[src/verilog/ptw_sv39_pkg.sv]
/*
 * Sv39 walker widths, cause codes and walk levels
 * PTE layout, read channel structs, IOTLB update and fault records
 */
`default_nettype none

package ptw_sv39_pkg;

    // Address and page number widths
    localparam int unsigned PLEN        = 56;
    localparam int unsigned PPNW        = 44;
    localparam int unsigned VLEN        = 39;
    localparam int unsigned VPNW        = 27;
    localparam int unsigned XLEN        = 64;
    localparam int unsigned PAGE_OFFSET = 12;
    // One VPN segment per level
    localparam int unsigned LVL_IDX_W   = 9;

    // Fault reporting
    localparam int unsigned CAUSE_LEN   = 12;
    localparam int unsigned PSCID_W     = 20;

    localparam logic [CAUSE_LEN-1:0] LOAD_PAGE_FAULT    = 12'd13;
    localparam logic [CAUSE_LEN-1:0] STORE_PAGE_FAULT   = 12'd15;
    // Bus error while fetching a PTE
    localparam logic [CAUSE_LEN-1:0] PT_DATA_CORRUPTION = 12'd274;

    // Walk level, LVL1 is the root table
    typedef enum logic [1:0] {
        LVL1,
        LVL2,
        LVL3
    } ptw_lvl_e;

    // Sv39 page table entry, MSB first
    typedef struct packed {
        logic [9:0]      reserved;
        logic [PPNW-1:0] ppn;
        logic [1:0]      rsw;
        logic            d;
        logic            a;
        logic            g;
        logic            u;
        logic            x;
        logic            w;
        logic            r;
        logic            v;
    } pte_t;

    // Read request driven by the walker
    typedef struct packed {
        logic            ar_valid;
        logic [PLEN-1:0] ar_addr;
        logic            r_ready;
    } mem_req_t;

    // Read response returned by memory
    typedef struct packed {
        logic            ar_ready;
        logic            r_valid;
        logic [63:0]     r_data;
        // Set together with r_valid on a bus error
        logic            r_err;
    } mem_rsp_t;

    // IOTLB fill record
    typedef struct packed {
        logic [VPNW-1:0]    vpn;
        logic [PSCID_W-1:0] pscid;
        logic               is_2m;
        logic               is_1g;
        // Leaf PTE with accumulated G bit
        pte_t               content;
    } iotlb_update_t;

    // Fault report, valid for one cycle
    typedef struct packed {
        logic                 valid;
        logic [CAUSE_LEN-1:0] cause;
    } ptw_fault_t;

endpackage

`default_nettype wire

[src/verilog/ptw_pte_check.sv]
/*
 * Combinational Sv39 PTE classification
 * Leaf or pointer decision and page-fault checks
 */
`timescale 1ns/1ps
`default_nettype none

module ptw_pte_check import ptw_sv39_pkg::*; (
    input  pte_t     pte_i,
    input  ptw_lvl_e lvl_i,
    input  logic     is_store_i,
    output logic     is_leaf_o,
    output logic     pte_fault_o
);

    logic invalid;
    logic misaligned;
    logic leaf_fault;
    logic ptr_fault;

    // R or X marks a leaf, anything else points to the next table
    assign is_leaf_o = pte_i.r | pte_i.x;

    // Not valid, write without read, or reserved bits set
    assign invalid = !pte_i.v || (pte_i.w && !pte_i.r) || (|pte_i.reserved);

    // Superpage PPN must be aligned to its page size
    always_comb begin
        misaligned = 1'b0;
        case (lvl_i)
            // 1 GiB leaf, low two PPN segments clear
            LVL1: misaligned = |pte_i.ppn[2*LVL_IDX_W-1:0];
            // 2 MiB leaf
            LVL2: misaligned = |pte_i.ppn[LVL_IDX_W-1:0];
            default: misaligned = 1'b0;
        endcase
    end

    // Leaf checks
    // A must be set, R must be set, stores need D
    assign leaf_fault = misaligned
                        || !pte_i.a
                        || !pte_i.r
                        || (is_store_i && !pte_i.d);

    // Pointer checks
    // A, D and U are reserved on non-leaf entries
    // No table below level 3
    assign ptr_fault = pte_i.a
                       || pte_i.d
                       || pte_i.u
                       || (lvl_i == LVL3);

    assign pte_fault_o = invalid || (is_leaf_o ? leaf_fault : ptr_fault);

endmodule

`default_nettype wire

[src/verilog/ptw_sv39.sv]
/*
 * Sv39 IOMMU page table walker top level
 */
`timescale 1ns/1ps
`default_nettype none

module ptw_sv39 import ptw_sv39_pkg::*; (
    input  logic                clk_i,
    input  logic                rst_ni,
    input  logic                init_ptw_i,
    input  logic                is_store_i,
    input  logic [XLEN-1:0]     req_iova_i,
    input  logic [PSCID_W-1:0]  pscid_i,
    input  logic [PPNW-1:0]     satp_ppn_i,
    output mem_req_t            mem_req_o,
    input  mem_rsp_t            mem_rsp_i,
    output logic                busy_o,
    output logic                update_valid_o,
    output iotlb_update_t       update_o,
    output ptw_fault_t          fault_o
);

    logic            start;
    logic            pte_accept;
    ptw_lvl_e        lvl;
    logic [VLEN-1:0] iova;
    logic            is_store_q;
    logic            is_leaf;
    logic            pte_fault;
    pte_t            rsp_pte;

    // Read data seen as a PTE
    assign rsp_pte = pte_t'(mem_rsp_i.r_data);

    ptw_walk_fsm i_ptw_walk_fsm (
        .clk_i          (clk_i),
        .rst_ni         (rst_ni),
        .init_ptw_i     (init_ptw_i),
        .satp_ppn_i     (satp_ppn_i),
        .req_iova_i     (req_iova_i),
        .iova_i         (iova),
        .mem_rsp_i      (mem_rsp_i),
        .is_leaf_i      (is_leaf),
        .pte_fault_i    (pte_fault),
        .is_store_i     (is_store_q),
        .mem_req_o      (mem_req_o),
        .busy_o         (busy_o),
        .start_o        (start),
        .pte_accept_o   (pte_accept),
        .lvl_o          (lvl),
        .update_valid_o (update_valid_o),
        .fault_o        (fault_o)
    );

    ptw_pte_check i_ptw_pte_check (
        .pte_i       (rsp_pte),
        .lvl_i       (lvl),
        .is_store_i  (is_store_q),
        .is_leaf_o   (is_leaf),
        .pte_fault_o (pte_fault)
    );

    ptw_walk_ctx i_ptw_walk_ctx (
        .clk_i        (clk_i),
        .rst_ni       (rst_ni),
        .start_i      (start),
        .req_iova_i   (req_iova_i),
        .pscid_i      (pscid_i),
        .is_store_i   (is_store_i),
        .pte_i        (rsp_pte),
        .lvl_i        (lvl),
        .pte_accept_i (pte_accept),
        .iova_o       (iova),
        .is_store_o   (is_store_q),
        .update_o     (update_o)
    );

endmodule

`default_nettype wire

[src/verilog/ptw_walk_ctx.sv]
/*
 * Walk context registers: IOVA, PSCID, store flag and global bit
 * Composition of the IOTLB update record
 */
`timescale 1ns/1ps
`default_nettype none

module ptw_walk_ctx import ptw_sv39_pkg::*; (
    input  logic                clk_i,
    input  logic                rst_ni,
    input  logic                start_i,
    input  logic [XLEN-1:0]     req_iova_i,
    input  logic [PSCID_W-1:0]  pscid_i,
    input  logic                is_store_i,
    input  pte_t                pte_i,
    input  ptw_lvl_e            lvl_i,
    input  logic                pte_accept_i,
    output logic [VLEN-1:0]     iova_o,
    output logic                is_store_o,
    output iotlb_update_t       update_o
);

    logic [VLEN-1:0]    iova_q;
    logic [PSCID_W-1:0] pscid_q;
    logic               is_store_q;
    logic               global_q;

    // Control state
    always_ff @(posedge clk_i or negedge rst_ni) begin
        if (!rst_ni) begin
            is_store_q <= 1'b0;
            global_q   <= 1'b0;
        end else if (start_i) begin
            is_store_q <= is_store_i;
            // New walk, forget G from the previous one
            global_q   <= 1'b0;
        end else if (pte_accept_i && pte_i.g) begin
            global_q   <= 1'b1;
        end
    end

    // Request tags, captured once per walk
    always_ff @(posedge clk_i) begin
        if (start_i) begin
            // Only the Sv39 part of the IOVA is kept
            iova_q  <= req_iova_i[VLEN-1:0];
            pscid_q <= pscid_i;
        end
    end

    assign iova_o     = iova_q;
    assign is_store_o = is_store_q;

    // Record follows the PTE on the read bus
    // Only sampled by the IOTLB while update_valid_o is high
    always_comb begin
        update_o           = '0;
        update_o.vpn       = iova_q[VLEN-1:PAGE_OFFSET];
        update_o.pscid     = pscid_q;
        update_o.is_2m     = (lvl_i == LVL2);
        update_o.is_1g     = (lvl_i == LVL1);
        update_o.content   = pte_i;
        // G from any level applies to the whole mapping
        update_o.content.g = pte_i.g | global_q;
    end

endmodule

`default_nettype wire

[src/verilog/ptw_walk_fsm.sv]
/*
 * Sv39 walk FSM with trigger edge detection and level counter
 * Drives the read channel, the update strobe and the fault report
 */
`timescale 1ns/1ps
`default_nettype none

module ptw_walk_fsm import ptw_sv39_pkg::*; (
    input  logic                clk_i,
    input  logic                rst_ni,
    input  logic                init_ptw_i,
    input  logic [PPNW-1:0]     satp_ppn_i,
    input  logic [XLEN-1:0]     req_iova_i,
    input  logic [VLEN-1:0]     iova_i,
    input  mem_rsp_t            mem_rsp_i,
    input  logic                is_leaf_i,
    input  logic                pte_fault_i,
    input  logic                is_store_i,
    output mem_req_t            mem_req_o,
    output logic                busy_o,
    output logic                start_o,
    output logic                pte_accept_o,
    output ptw_lvl_e            lvl_o,
    output logic                update_valid_o,
    output ptw_fault_t          fault_o
);

    typedef enum logic [1:0] {
        IDLE,
        MEM_ACCESS,
        PROC_PTE,
        ERROR
    } state_e;

    state_e               state_q, state_n;
    ptw_lvl_e             lvl_q, lvl_n;
    logic [PLEN-1:0]      pptr_q, pptr_n;
    logic                 corrupt_q, corrupt_n;
    // Last sampled trigger level
    logic                 trig_q;
    pte_t                 rsp_pte;
    logic [LVL_IDX_W-1:0] root_vpn_seg;
    logic [LVL_IDX_W-1:0] next_vpn_seg;

    assign rsp_pte = pte_t'(mem_rsp_i.r_data);

    // VPN[2] indexes the root table
    assign root_vpn_seg = req_iova_i[PAGE_OFFSET+2*LVL_IDX_W +: LVL_IDX_W];

    // Segment for the table below the current level
    assign next_vpn_seg = (lvl_q == LVL1) ? iova_i[PAGE_OFFSET+LVL_IDX_W +: LVL_IDX_W]
                                          : iova_i[PAGE_OFFSET +: LVL_IDX_W];

    assign busy_o = (state_q != IDLE);
    assign lvl_o  = lvl_q;

    always_comb begin
        state_n            = state_q;
        lvl_n              = lvl_q;
        pptr_n             = pptr_q;
        corrupt_n          = corrupt_q;
        mem_req_o.ar_valid = 1'b0;
        mem_req_o.ar_addr  = pptr_q;
        mem_req_o.r_ready  = 1'b0;
        start_o            = 1'b0;
        pte_accept_o       = 1'b0;
        update_valid_o     = 1'b0;
        fault_o            = '0;

        case (state_q)
            IDLE: begin
                // Start only on a rising trigger
                if (init_ptw_i && !trig_q) begin
                    start_o   = 1'b1;
                    lvl_n     = LVL1;
                    corrupt_n = 1'b0;
                    pptr_n    = {satp_ppn_i, root_vpn_seg, 3'b000};
                    state_n   = MEM_ACCESS;
                end
            end

            MEM_ACCESS: begin
                // Address held stable until accepted
                mem_req_o.ar_valid = 1'b1;
                if (mem_rsp_i.ar_ready) begin
                    state_n = PROC_PTE;
                end
            end

            PROC_PTE: begin
                if (mem_rsp_i.r_valid) begin
                    mem_req_o.r_ready = 1'b1;
                    pte_accept_o      = 1'b1;
                    if (mem_rsp_i.r_err) begin
                        // Bus error wins over any PTE content
                        corrupt_n = 1'b1;
                        state_n   = ERROR;
                    end else if (pte_fault_i) begin
                        state_n = ERROR;
                    end else if (is_leaf_i) begin
                        // Record valid in the same cycle as the beat
                        update_valid_o = 1'b1;
                        state_n        = IDLE;
                    end else begin
                        // Pointer, descend one level
                        lvl_n   = (lvl_q == LVL1) ? LVL2 : LVL3;
                        pptr_n  = {rsp_pte.ppn, next_vpn_seg, 3'b000};
                        state_n = MEM_ACCESS;
                    end
                end
            end

            ERROR: begin
                fault_o.valid = 1'b1;
                if (corrupt_q) begin
                    fault_o.cause = PT_DATA_CORRUPTION;
                end else begin
                    fault_o.cause = is_store_i ? STORE_PAGE_FAULT : LOAD_PAGE_FAULT;
                end
                state_n = IDLE;
            end

            default: state_n = IDLE;
        endcase
    end

    always_ff @(posedge clk_i or negedge rst_ni) begin
        if (!rst_ni) begin
            state_q   <= IDLE;
            lvl_q     <= LVL1;
            corrupt_q <= 1'b0;
            trig_q    <= 1'b0;
        end else begin
            state_q   <= state_n;
            lvl_q     <= lvl_n;
            corrupt_q <= corrupt_n;
            // Held-high trigger never restarts a walk
            trig_q    <= init_ptw_i;
        end
    end

    // Next PTE address
    always_ff @(posedge clk_i) begin
        pptr_q <= pptr_n;
    end

endmodule

`default_nettype wire
[config.mk]
export PLATFORM = sky130hd
export DESIGN_NAME = ptw_sv39
export DESIGN_NICKNAME = d
export VERILOG_FILES = /design/src/verilog/ptw_sv39_pkg.sv /design/src/verilog/ptw_pte_check.sv /design/src/verilog/ptw_sv39.sv /design/src/verilog/ptw_walk_ctx.sv /design/src/verilog/ptw_walk_fsm.sv
export SDC_FILE = /design/constraint.sdc
export NUM_CORES = 1
export LEC_CHECK = 0
export BUFFER_PORTS_ARGS = -buffer_cell sky130_fd_sc_hd__clkbuf_2
export CAP_MARGIN = 25
export CELL_PAD_IN_SITES_DETAIL_PLACEMENT = 1
export CELL_PAD_IN_SITES_GLOBAL_PLACEMENT = 1
export CORE_MARGIN = 3
export CORE_UTILIZATION = 25
export DETAILED_ROUTE_END_ITERATION = 6
export PLACE_DENSITY = 0.74
export SYNTH_ARGS = -nofsm -noshare
export SYNTH_HDL_FRONTEND = slang
export SYNTH_HIERARCHICAL = 1
export SYNTH_SLANG_ARGS = --single-unit
[constraint.sdc]
create_clock -name clk_i -period 3.1 [get_ports clk_i]
set_input_delay 0.465 -clock clk_i [delete_from_list [all_inputs] [get_ports clk_i]]
set_output_delay 0.465 -clock clk_i [all_outputs]
set_load 0.01 [all_outputs]
==> results of run 1 <==
==> timing repair <==
item	CTS	global route
setup endpoints to repair	0	0
buffers inserted	0	0
hold endpoints to repair	8	0
hold buffers	1	0
==> report_power, final <==
part           switching (mW)  total, mW  internal (mW)
clock                   0.560       1.12          0.562
combinational           0.627       1.14          0.516
sequential             0.0950       1.98           1.88
total                    1.28       4.24           2.96
==> through the flow <==
stage	setup WS, ns	utilization (%)
finish	0.437	33.9
global route	0.317	33.9
CTS	0.444	33.9
detailed placement	0.176	32.4
global placement	0.221	32.4
floorplan	0.195	-
==> metal layers <==
metal  vias to the layer above  GRT usage (%)  part of all wire, %
li1                       1650              -                    -
met1                      1695           14.6                   37
met2                       203           23.9                   51
met3                        20           5.03                  9.6
met4                         6           5.17                  2.0
met5                         -              0                 0.28
==> final cells by class <==
type,instances,area [sq um]
tap,265,332
clock buffer,10,229
inverter,8,30.0
antenna,1,2.50
fill,2217,13000
timing repair buffer,341,1760
clock inverter,6,55.1
sequential,108,3200
multi-input combinational,132,1050
==> registers in the layout, summed over array words and instances, names as in the netlist <==
register                   cells
i_ptw_walk_ctx/iova_o         27
i_ptw_walk_ctx/pscid_q        20
i_ptw_walk_fsm/lvl_o           2
i_ptw_walk_fsm/state_q         2
i_ptw_walk_fsm/trig_q          1
i_ptw_walk_ctx/is_store_o      1
i_ptw_walk_ctx/global_q        1
i_ptw_walk_fsm/corrupt_q       1
i_ptw_walk_fsm/pptr_q         53
==> final timing paths <==
| kind | to | startpoint | depth (start not counted) |
|---|---|---|---|
| setup reg to reg | i_ptw_walk_fsm/pptr_q[42]$_DFFE_PP_ | i_ptw_walk_fsm/lvl_o[0]$_DFFE_PN0P_ | 7 |
| hold / removal | i_ptw_walk_fsm/trig_q$_DFF_PN0_ | init_ptw_i | 1 |
| hold reg to reg | i_ptw_walk_ctx/global_q$_DFFE_PN0P_ | i_ptw_walk_ctx/global_q$_DFFE_PN0P_ | 2 |
| setup / recovery | update_valid_o | mem_rsp_i[26] | 9 |
| max in group asynchronous | i_ptw_walk_ctx/is_store_o$_DFFE_PN0P_ | rst_ni | 2 |
| min in group asynchronous | i_ptw_walk_fsm/lvl_o[1]$_DFFE_PN0P_ | rst_ni | 2 |
==> results.md, run 1 <==
Critical path:
- For flop-to-flop paths, the worst setup slack is 0.69 ns.
- The maximum fanout encountered on the critical timing path is 3.
- For this run, the slowest stage of the critical path takes 0.44 ns.
- The critical path goes through clkbuf_2, nor4_1, a31oi_1, nor3_1, o2111ai_1, nor2_1, nand2_1, nor2_1, clkbuf_2.
- At the worst endpoint, the arrival time is 2.20 ns.
- The kind of launch point of the worst setup path is an input pin.
- The worst setup path is captured at an output pin.
- Counting both buffers and inverters, the worst setup path holds a total of 2.
- The slowest stage of the critical path belongs to the cell sky130_fd_sc_hd__nor4_1.
- The data required time at the worst endpoint is 2.63 ns.
- The cell type group with the largest total delay on the critical path is simple AND/OR/NAND/NOR gates.
- The critical path is of the input pin to output pin type.

Die:
- The core region area is 19700 sq um.
- The die covers 21900 sq um.
- The vertical extent of the die is 148 microns.
- The starting utilization of the core area is 25.7%.
- After floorplanning, the core was divided into 51 placement rows.
- The horizontal extent of the die is 148 microns.
- Pin placement for this block handled 385 I/O pins.

Global routing:
- The via count of the first global-routing pass is 3775.
- The initial antenna violation count is 4.
- In the global route stage, overall resource usage came out at 13.5%.
- After global routing the overflow that remains totals 0.
- The global-route wire length before repair is 22.1 mm.
- The maximum number of pins on one net before global-route repair is 39.

Synth:
- The total standard cell area after synthesis is 5050 sq um.
- Each instance of the synthesized netlist takes up on average 14.4 sq um.
- In the synthesized netlist, the number of instances is 350.
- For this run, the number of Yosys warnings is 6.

Timing:
- The worst hold slack after final layout is 0.241 ns.
- The clock skew after layout is 0.0105 ns.
- The number of hold-slack violations in the final timing report was 0.
- At the pin with the least slew margin, the transition time is 0.535 ns.
- Measured against its own limit, the worst slew margin works out to 64.3%.
- The worst path uses 85.9% of the clock period.
- The fmax is 376 MHz.
- The count of pins over their slew limit is 0.
- The time the final worst path needs with I/O delays and setup is 2.66 ns.
- Setup violations remaining at the end of the flow were counted as 0.
- Setup repair after global routing left no endpoint under its margin.
- The setup TNS after final layout is 0 ns.

Clock network:
- The register clock-pin slew on the reported worst setup and hold paths is 0.07 ns.
- The number of sinks on the clock net is 108.
- The number of levels in the clock H-tree is 3.
- The worst-skew pair later-pin latency is 0.35 ns.
- The number of buffers on the longest clock path is 2.
- The tree is rooted in a sky130_fd_sc_hd__clkbuf_16.
- TritonCTS built the clock tree.
- The number of CTS-inserted buffers is 9.
- The post-cts repair resize count is 0.

Final layout:
- For this run, the post-layout net count is 799.
- Summing all non-filler instances in the final layout gives an area of 6660 sq um.
- In the layout the commonest cells are sky130_fd_sc_hd__clkbuf_2 (334), sky130_fd_sc_hd__edfxtp_1 (100), sky130_fd_sc_hd__mux2_2 (43).
- The number of non-filler instances in the completed layout is 871.
- Leaving out fill and tap cells, the most frequent cell in the layout is sky130_fd_sc_hd__clkbuf_2.
- The area added between synthesis and finish is 32.0%.
- The post-route netlist has 68.1% of its cells at a drive strength greater than 1.

Place:
- The count of buffers added on input and output ports is 334.
- Summed over all nets, the half-perimeter wirelength after detailed placement is 12.6 mm.
- After detailed placement, the design holds a cell count of 853.
- The instance area at placement is 6360 sq um.
- The placer's final routability congestion estimate is 0.718.

Drt:
- The remaining antenna violation count after routing is 0.
- In the routed design, unresolved DRC markers number 0.
- For this block, the initial DRC count from the detailed router was 95.
- The detailed-route via count is 3574.
- The average wire per standard cell is 17.6 microns.
- The via count normalized by instance count is 4.10.
- The first TritonRoute pass finished after 4 iterations.
- The routed wire length is 15.3 mm.

Power:
- The power density of the placed cells is 637 nW/um^2.
- Summed over all cells, the static leakage comes to 3.06 nW.
- The overall power of the completed layout is 4.24 mW.
- The worst-case vdd ir drop is 311 uV.

Flow run:
- The max capacitance violation total is 0.

Worst hold path:
- The path class of the tightest hold or removal check is input pin to register.

Outcome:
- The run finished with clean final reports.
No activity file was read; power rests on OpenSTA's default activity.
==> run 2: changes to the inputs <==
==> constraint.sdc (replaced) <==
create_clock -name clk_i -period 3.1 [get_ports clk_i]
set_input_delay 0.31 -clock clk_i [delete_from_list [all_inputs] [get_ports clk_i]]
set_output_delay 0.31 -clock clk_i [all_outputs]
set_load 0.01 [all_outputs]
==> run 2 against run 1 <==
Fmax rose by 9.1%. Non-clock buffer count did not move. Die area did not move. Register-to-register slack got worse by 0.03 ns. Utilization rose by 0.076 points. Sequential share of layout area fell by 0.11 points. Total power rose by 1.4%. Clock power rose by 5%. Cell count did not move. Critical path depth fell by 2. Clock skew rose by 0.00062 ns. Setup slack improved by 0.22 ns. Highest routed layer unchanged.
==> results.md, run 2 (synthesis gave the netlist of run 1 again) <==
Outcome:
- Outcome: finished clean (unchanged).

Place:
- The instance area at placement is 6360 sq um (unchanged).
- The count of input and output buffers came to 334 (unchanged).
- The placer's final routability congestion estimate is 0.723 (was 0.718).
- The detailed placement HPWL is 12.5 mm (was 12.6 mm).

Die:
- The top-level port count is 385 (unchanged).
- The vertical extent of the die is 148 microns (unchanged).
- The die outline area is 21900 sq um (unchanged).
- The number of rows in the core area is 51 (unchanged).
- The starting utilization of the core area is 25.7% (unchanged).
- The core region area is 19700 sq um (unchanged).
- The horizontal extent of the die is 148 microns (unchanged).

Drt:
- The detailed-route via count is 3535 (was 3574).
- The routed wire length was 15.2 mm (was 15.3 mm).
- The number of violations reported at the end of detailed-routing iteration 0 is 101 (was 95).
- The via count normalized by instance count is 4.06 (was 4.10).
- The final routed DRC violation total is 0 (unchanged).
- The average wire per standard cell is 17.4 microns (was 17.6 microns).
- The remaining antenna violation count after routing was 0 (unchanged).
- The detailed-router iteration count before antenna repair is 4 (unchanged).

Timing:
- The fmax is 410 MHz (was 376 MHz).
- The count of pins over their slew limit came to 0 (unchanged).
- The number of failing setup endpoints in the final timing report is 0 (unchanged).
- The slew of the pin with the lowest slew margin is 0.547 ns (was 0.535 ns).
- The share of the cycle needed by the critical path after routing is 78.7% (was 85.9%).
- Unrepaired setup endpoints after global routing: false (unchanged).
- The clock skew after layout is 0.0111 ns (was 0.0105 ns).
- The setup TNS after final layout is 0 ns (unchanged).
- The worst slew slack as a fraction of its limit is 63.5% (was 64.3%).
- The number of hold-slack violations in the final timing report is 0 (unchanged).
- The time the final worst path needs with I/O delays and setup is 2.44 ns (was 2.66 ns).

Clock network:
- The register clock-pin slew on the reported worst setup and hold paths is 0.07 ns (about the same).
- The post-cts repair resize count is 0 (unchanged).
- The number of sinks on the clock net is 108 (unchanged).
- The clock root buffer is sky130_fd_sc_hd__clkbuf_16 (unchanged).
- The worst-skew pair later-pin latency is 0.35 ns (about the same).
- The number of CTS-inserted buffers is 9 (unchanged).
- The number of buffers on the longest clock path is 2 (unchanged).
- The CTS tree is built (unchanged).
- The number of levels in the clock H-tree is 3 (unchanged).

Critical path:
- The startpoint-to-endpoint class of the critical path is register to register (was input pin to output pin).
- The critical path's largest stage delay was 0.60 ns (was 0.44 ns).
- The register-to-register setup slack came to 0.66 ns (was 0.69 ns).
- The cell type group with the largest total delay on the critical path is simple AND/OR/NAND/NOR gates (unchanged).
- The kind of launch point of the worst setup path is a register (was input pin).
- The critical path endpoint category is a register (was output pin).
- The arrival time at the worst endpoint is 2.48 ns (was 2.20 ns).
- The critical path buffer and inverter count came to 2 (unchanged).
- The maximum fanout encountered on the critical timing path is 34 (was 3).
- The count of cells along the worst register-to-register path is 7 (unchanged).
- The beginning of the worst register-to-register path is i_ptw_walk_fsm/lvl_o[0]$_DFFE_PN0P_ (unchanged).
- The slowest cell on the critical path is sky130_fd_sc_hd__or4_4 (was sky130_fd_sc_hd__nor4_1).
- The worst reg2reg path endpoint is i_ptw_walk_fsm/pptr_q[46]$_DFFE_PP_ (was i_ptw_walk_fsm/pptr_q[42]$_DFFE_PP_).
- The data required time at the worst endpoint was 3.14 ns (was 2.63 ns).
- Worst path cell trace: inv_1, a21o_1, o41ai_1, o2111ai_1, or4_4, nand2_2, buf_12 (was clkbuf_2, nor4_1, a31oi_1, nor3_1, o2111ai_1, nor2_1, nand2_1, nor2_1, clkbuf_2).

Worst hold path:
- The class of the tightest hold or removal check is input pin to register (unchanged).
- The source of the worst hold timing path is init_ptw_i (unchanged).
- The capture endpoint of the worst hold path is i_ptw_walk_fsm/trig_q$_DFF_PN0_ (unchanged).
- The worst hold path stage count is 1 (unchanged).

Final layout:
- The largest register by flop count was i_ptw_walk_fsm/pptr_q (unchanged).
- The final net count is 799 (unchanged).
- The area added between synthesis and finish was 32.3% (was 32.0%).
- The most common library cell in the layout ignoring fill and taps is sky130_fd_sc_hd__clkbuf_2 (unchanged).
- The layout cell share with drive strength beyond 1 is 67.9% (was 68.1%).
- Most used cells in the layout excluding fill and tap cells: sky130_fd_sc_hd__clkbuf_2 (334), sky130_fd_sc_hd__edfxtp_1 (100), sky130_fd_sc_hd__mux2_2 (43) (unchanged).
- The post-route cell area came to 6680 sq um (was 6660 sq um).
- The flip-flop count of the largest register after layout is 53 (unchanged).

Power:
- The worst-case vdd ir drop is 276 uV (was 311 uV).
- The power density of the placed cells is 644 nW/um^2 (was 637 nW/um^2).
- The leakage power summed over all cells is 3.07 nW (was 3.06 nW).

Global routing:
- The global-route wire length before repair is 21.6 mm (was 22.1 mm).
- The residual overflow from global routing is 0 (unchanged).
- The maximum number of pins on one net before global-route repair is 35 (was 39).
- The initial antenna violation count is 2 (was 4).
- The total track usage came to 13.0% (was 13.5%).
- The via count of the first global-routing pass is 3669 (was 3775).

Flow run:
- The max capacitance violation total is 0 (unchanged).
run 2: changes by cell type in the layout (fill, tap and decap cells not counted):
cell,before,now
sky130_fd_sc_hd__clkinvlp_4,2,1
sky130_fd_sc_hd__bufinv_16,0,1
sky130_fd_sc_hd__inv_6,1,2
sky130_fd_sc_hd__inv_8,2,1
sky130_fd_sc_hd__clkinv_4,1,0
sky130_fd_sc_hd__clkinv_1,0,1
run 2: layout make-up:
class | count | area, sq um
Tap cell | 265 | 332
Antenna cell | 1 | 2.50
Sequential cell | 108 | 3200
Timing Repair Buffer | 341 | 1760
Fill cell | 2234 | 13000
Clock buffer | 10 | 229
Inverter | 8 | 30.0
Multi-Input combinational cell | 132 | 1050
Clock inverter | 6 | 70.1
run 2: per-stage QoR:
stage	worst slack [ns]	utilization, %	power [mW]	std cells	hold WS [ns]
after floorplan	0.350	-	2.75	358	0.0144
after global placement	0.359	32.4	3.15	853	0.181
after detailed placement	0.359	32.4	3.18	853	0.191
after CTS	0.614	34.0	4.40	870	0.0719
after global routing	0.480	34.0	4.54	871	0.0924
final	0.659	34.0	4.30	871	0.0948
run 2: worst max path at each step:
stage                     slack [ns]                                start                             endpoint  depth (start not counted)
after global routing            0.48  i_ptw_walk_fsm/lvl_o[0]$_DFFE_PN0P_  i_ptw_walk_fsm/pptr_q[46]$_DFFE_PP_                          7
after detailed placement        0.36                        mem_rsp_i[26]  i_ptw_walk_fsm/pptr_q[42]$_DFFE_PP_                          8
final                           0.66  i_ptw_walk_fsm/lvl_o[0]$_DFFE_PN0P_  i_ptw_walk_fsm/pptr_q[46]$_DFFE_PP_                          7
after floorplan                 0.35                        mem_rsp_i[57]  i_ptw_walk_fsm/pptr_q[10]$_DFFE_PP_                          5
after CTS                       0.61  i_ptw_walk_fsm/lvl_o[0]$_DFFE_PN0P_  i_ptw_walk_fsm/pptr_q[46]$_DFFE_PP_                          7
after global placement          0.36                        mem_rsp_i[26]  i_ptw_walk_fsm/pptr_q[46]$_DFFE_PP_                          8
run 2: routing by layer:
metal / vias to the layer above / global-route usage (%) / part of all wire [%]
met5: - / 0 / 0.086
met4: 2 / 4.67 / 1.9
met3: 15 / 4.48 / 9.2
met2: 201 / 22.9 / 50
met1: 1668 / 14.7 / 39
li1: 1649 / - / -
run 2: power breakdown:
group	switching (mW)	leakage, nW	internal [mW]
Clock	0.548	0.143	0.637
Combinational	0.624	1.90	0.516
Sequential	0.0920	1.02	1.88
run 2: repair_timing:
item / in CTS / in global routing
hold buffers: 1 / 0
hold endpoints to repair: 8 / 0
setup buffers: 0 / 0
==> run 3: changes to the inputs <==
--- a/config.mk
+++ b/config.mk
@@ -5,6 +5,7 @@
 export SDC_FILE = /design/constraint.sdc
 export NUM_CORES = 1
 export LEC_CHECK = 0
+export ABC_AREA = 1
 export BUFFER_PORTS_ARGS = -buffer_cell sky130_fd_sc_hd__clkbuf_2
 export CAP_MARGIN = 25
 export CELL_PAD_IN_SITES_DETAIL_PLACEMENT = 1
@@ -12,7 +13,7 @@
 export CORE_MARGIN = 3
 export CORE_UTILIZATION = 25
 export DETAILED_ROUTE_END_ITERATION = 6
-export PLACE_DENSITY = 0.74
+export PLACE_DENSITY = 0.76
 export SYNTH_ARGS = -nofsm -noshare
 export SYNTH_HDL_FRONTEND = slang
 export SYNTH_HIERARCHICAL = 1
==> constraint.sdc (replaced) <==
create_clock -name clk_i -period 2.1 [get_ports clk_i]
set_input_delay 0.21 -clock clk_i [delete_from_list [all_inputs] [get_ports clk_i]]
set_output_delay 0.21 -clock clk_i [all_outputs]
set_load 0.01 [all_outputs]
==> run 3 against run 2 <==
Critical path depth fell by 1. Synthesized area rose by 2.1%. Via count rose by 18%. Clock skew fell by 0.0042 ns. Wire length rose by 6.7%. Non-clock buffer count rose by 17. Total power rose by 83%. Global-route usage rose by 0.97 points. Utilization rose by 0.73 points. Register-to-register slack got worse by 0.43 ns. Critical path type is now register to output pin. Critical endpoint is now update_valid_o.
==> results.md, run 3 <==
Die:
- The starting utilization of the core area is 26.0% (was 25.7%).
- The vertical extent of the die is 150 microns (was 148 microns).
- The top-level port count was 385 (unchanged).
- The number of rows in the core area is 51 (unchanged).
- The core region area came to 19800 sq um (was 19700 sq um).
- The horizontal extent of the die is 150 microns (was 148 microns).
- The die outline area came to 22400 sq um (was 21900 sq um).

Place:
- The count of placed standard cells including taps is 1004 (was 853).
- The placer's final routability congestion estimate is 0.775 (was 0.723).
- The detailed placement HPWL is 13.2 mm (was 12.5 mm).
- The count of input and output buffers is 334 (unchanged).

Worst hold path:
- The worst hold path stage count is 1 (unchanged).
- The class of the tightest hold or removal check is input pin to register (unchanged).

Global routing:
- The via count of the first global-routing pass is 4511 (was 3669).
- The maximum number of pins on one net before global-route repair came to 51 (was 35).
- The initial antenna violation count is 0 (was 2).
- The total track usage is 14.0% (was 13.0%).
- The residual overflow from global routing is 0 (unchanged).
- The global-route wire length before repair is 23.9 mm (was 21.6 mm).

Synth:
- The average footprint of a synthesized cell is 10.5 sq um (was 14.4 sq um).
- The number of warnings issued by yosys is 6 (unchanged).
- The count of mapped cells out of synthesis is 492 (was 350).
- The total standard cell area after synthesis is 5150 sq um (was 5050 sq um).

Clock network:
- The register clock-pin slew on the reported worst setup and hold paths is 0.08 ns (was 0.07 ns).
- The number of sinks on the clock net is 108 (unchanged).
- The CTS tree is built (unchanged).
- The clock root buffer was sky130_fd_sc_hd__clkbuf_16 (unchanged).
- The number of CTS-inserted buffers is 9 (unchanged).
- The number of levels in the clock H-tree is 3 (unchanged).
- The number of buffers on the longest clock path came to 2 (unchanged).
- The worst-skew pair later-pin latency came to 0.35 ns (about the same).
- The post-cts repair resize count was 0 (unchanged).

Final layout:
- The area added between synthesis and finish is 33.6% (was 32.3%).
- The count of inserted antenna diode cells was 0 (was 1).
- The number of non-filler instances in the completed layout is 1026 (was 871).
- Most used cells in the layout excluding fill and tap cells: sky130_fd_sc_hd__clkbuf_2 (334), sky130_fd_sc_hd__nand2_1 (184), sky130_fd_sc_hd__edfxtp_1 (100) (was sky130_fd_sc_hd__clkbuf_2 (334), sky130_fd_sc_hd__edfxtp_1 (100), sky130_fd_sc_hd__mux2_2 (43)).
- The flip-flop count of the largest register after layout is 53 (unchanged).
- The layout cell share with drive strength beyond 1 is 50.5% (was 67.9%).
- The most common library cell in the layout ignoring fill and taps was sky130_fd_sc_hd__clkbuf_2 (unchanged).
- The final net count is 955 (was 799).
- The largest register by flop count is i_ptw_walk_fsm/pptr_q (unchanged).

Critical path:
- The maximum fanout encountered on the critical timing path is 27 (was 34).
- The count of cells along the worst register-to-register path is 10 (was 7).
- Worst path cell trace: inv_2, nand2_4, buf_4, nor2_4, and3_1, clkbuf_2 (was inv_1, a21o_1, o41ai_1, o2111ai_1, or4_4, nand2_2, buf_12).
- The slowest cell on the critical path is sky130_fd_sc_hd__dfrtp_1 (was sky130_fd_sc_hd__or4_4).
- The arrival time at the worst endpoint was 1.71 ns (was 2.48 ns).
- The startpoint-to-endpoint class of the critical path is register to output pin (was register to register).
- The critical path buffer and inverter count is 3 (was 2).
- The data required time at the worst endpoint came to 1.89 ns (was 3.14 ns).
- The cell type group with the largest total delay on the critical path is buffers and inverters (was simple AND/OR/NAND/NOR gates).
- The kind of launch point of the worst setup path is a register (unchanged).
- The critical path's largest stage delay is 0.44 ns (was 0.60 ns).
- The critical path depth is 6 (was 7).
- The critical path endpoint category is an output pin (was register).

Timing:
- The number of failing setup endpoints in the final timing report is 0 (unchanged).
- The number of hold-slack violations in the final timing report is 0 (unchanged).
- The slew of the pin with the lowest slew margin is 0.812 ns (was 0.547 ns).
- In the finished design, the share of the clock period the worst path needs comes to 91.5%.
- Unrepaired setup endpoints after global routing: false (unchanged).
- The clock skew after layout came to 0.00697 ns (was 0.0111 ns).
- After layout, the minimum clock period comes to 1.92 ns.
- Based on the critical path, the design can be clocked at up to 521 MHz.
- The worst slew slack as a fraction of its limit is 45.9% (was 63.5%).
- The count of pins over their slew limit is 0 (unchanged).

Drt:
- The average wire per standard cell came to 15.8 microns (was 17.4 microns).
- The detailed-route via count came to 4154 (was 3535).
- The detailed-router iteration count before antenna repair is 4 (unchanged).
- The remaining antenna violation count after routing is 0 (unchanged).
- The routed wire length is 16.2 mm (was 15.2 mm).
- The via count normalized by instance count was 4.05 (was 4.06).
- The final routed DRC violation total was 0 (unchanged).
- The number of violations reported at the end of detailed-routing iteration 0 is 92 (was 101).

Outcome:
- Outcome: finished clean (unchanged).

Power:
- The worst-case vdd ir drop is 593 uV (was 276 uV).
- The overall power of the completed layout is 7.88 mW (was 4.30 mW).
- The power density of the placed cells is 1140 nW/um^2 (was 644 nW/um^2).
- The leakage power summed over all cells is 3.42 nW (was 3.07 nW).

Flow run:
- The max capacitance violation total came to 0 (unchanged).
[run 3: final timing paths]
check                                                      start                                   end  slack [ns]
setup reg to reg           i_ptw_walk_ctx/is_store_o$_DFFE_PN0P_   i_ptw_walk_fsm/pptr_q[35]$_DFFE_PP_        0.23
max in group asynchronous                                 rst_ni   i_ptw_walk_fsm/lvl_o[0]$_DFFE_PN0P_        1.65
hold / removal                                        pscid_i[5]   i_ptw_walk_ctx/pscid_q[5]$_DFFE_PP_        0.02
min in group asynchronous                                 rst_ni  i_ptw_walk_fsm/corrupt_q$_DFFE_PN0P_        0.24
setup / recovery           i_ptw_walk_fsm/state_q[0]$_DFFE_PN0P_                        update_valid_o        0.18
hold reg to reg              i_ptw_walk_ctx/global_q$_DFFE_PN0P_   i_ptw_walk_ctx/global_q$_DFFE_PN0P_        0.53
[run 3: layout make-up]
class,instances,area (sq um)
inverter,19,75.1
sequential,108,3210
clock inverter,6,63.8
clock buffer,10,229
multi-input combinational,260,1080
tap,265,332
timing repair buffer,358,1900
fill,2369,13000
[run 3: worst register-to-register path: stages, from the launching register on]
cell and delay, ns:
sky130_fd_sc_hd__dfrtp_1 0.41, sky130_fd_sc_hd__a21boi_0 0.21, sky130_fd_sc_hd__nand3_1 0.10, sky130_fd_sc_hd__nand2_1 0.06, sky130_fd_sc_hd__nand2_1 0.06, sky130_fd_sc_hd__nor2_2 0.10
sky130_fd_sc_hd__nand2_1 0.08, sky130_fd_sc_hd__nand2_2 0.07, sky130_fd_sc_hd__nand3_2 0.09, sky130_fd_sc_hd__clkinvlp_4 0.13, sky130_fd_sc_hd__buf_12 0.22
[run 3: per-layer routing]
| metal | track usage [%] | up-vias | part of all wire [%] |
|---|---|---|---|
| li1 | - | 2015 | - |
| met1 | 15.0 | 1919 | 37 |
| met2 | 25.2 | 199 | 51 |
| met3 | 5.45 | 21 | 9.7 |
| met4 | 4.39 | 0 | 2.1 |
| met5 | 0 | - | 0 |
[run 3: report_power, final]
group / internal [mW] / leakage, nW / switching, mW / total [mW]
Clock: 0.843 / 0.140 / 0.846 / 1.69
Sequential: 3.21 / 1.03 / 0.227 / 3.43
Combinational: 0.970 / 2.25 / 1.78 / 2.75
Total: 5.02 / 3.42 / 2.85 / 7.88
[run 3: timing repair]
action | CTS | global route
endpoints found under the hold margin | 9 | 2
buffers inserted | 0 | 2
hold buffers | 2 | 2
endpoints found under the setup margin | 0 | 1
[run 3: through the flow]
step	TNS [ns]	setup slack [ns]	area (sq um)	hold WS [ns]	util (%)
2_1_floorplan	-5.06	-0.0954	5210	-0.0856	-
3_3_place_gp	-3.75	-0.102	6540	0.0773	32.9
3_5_place_dp	-5.70	-0.138	6540	0.0876	32.9
4_1_cts	0	0.123	6850	0.00894	34.5
5_1_grt	0	0.00461	6890	0.00585	34.7
6_report	0	0.179	6890	0.0245	34.7
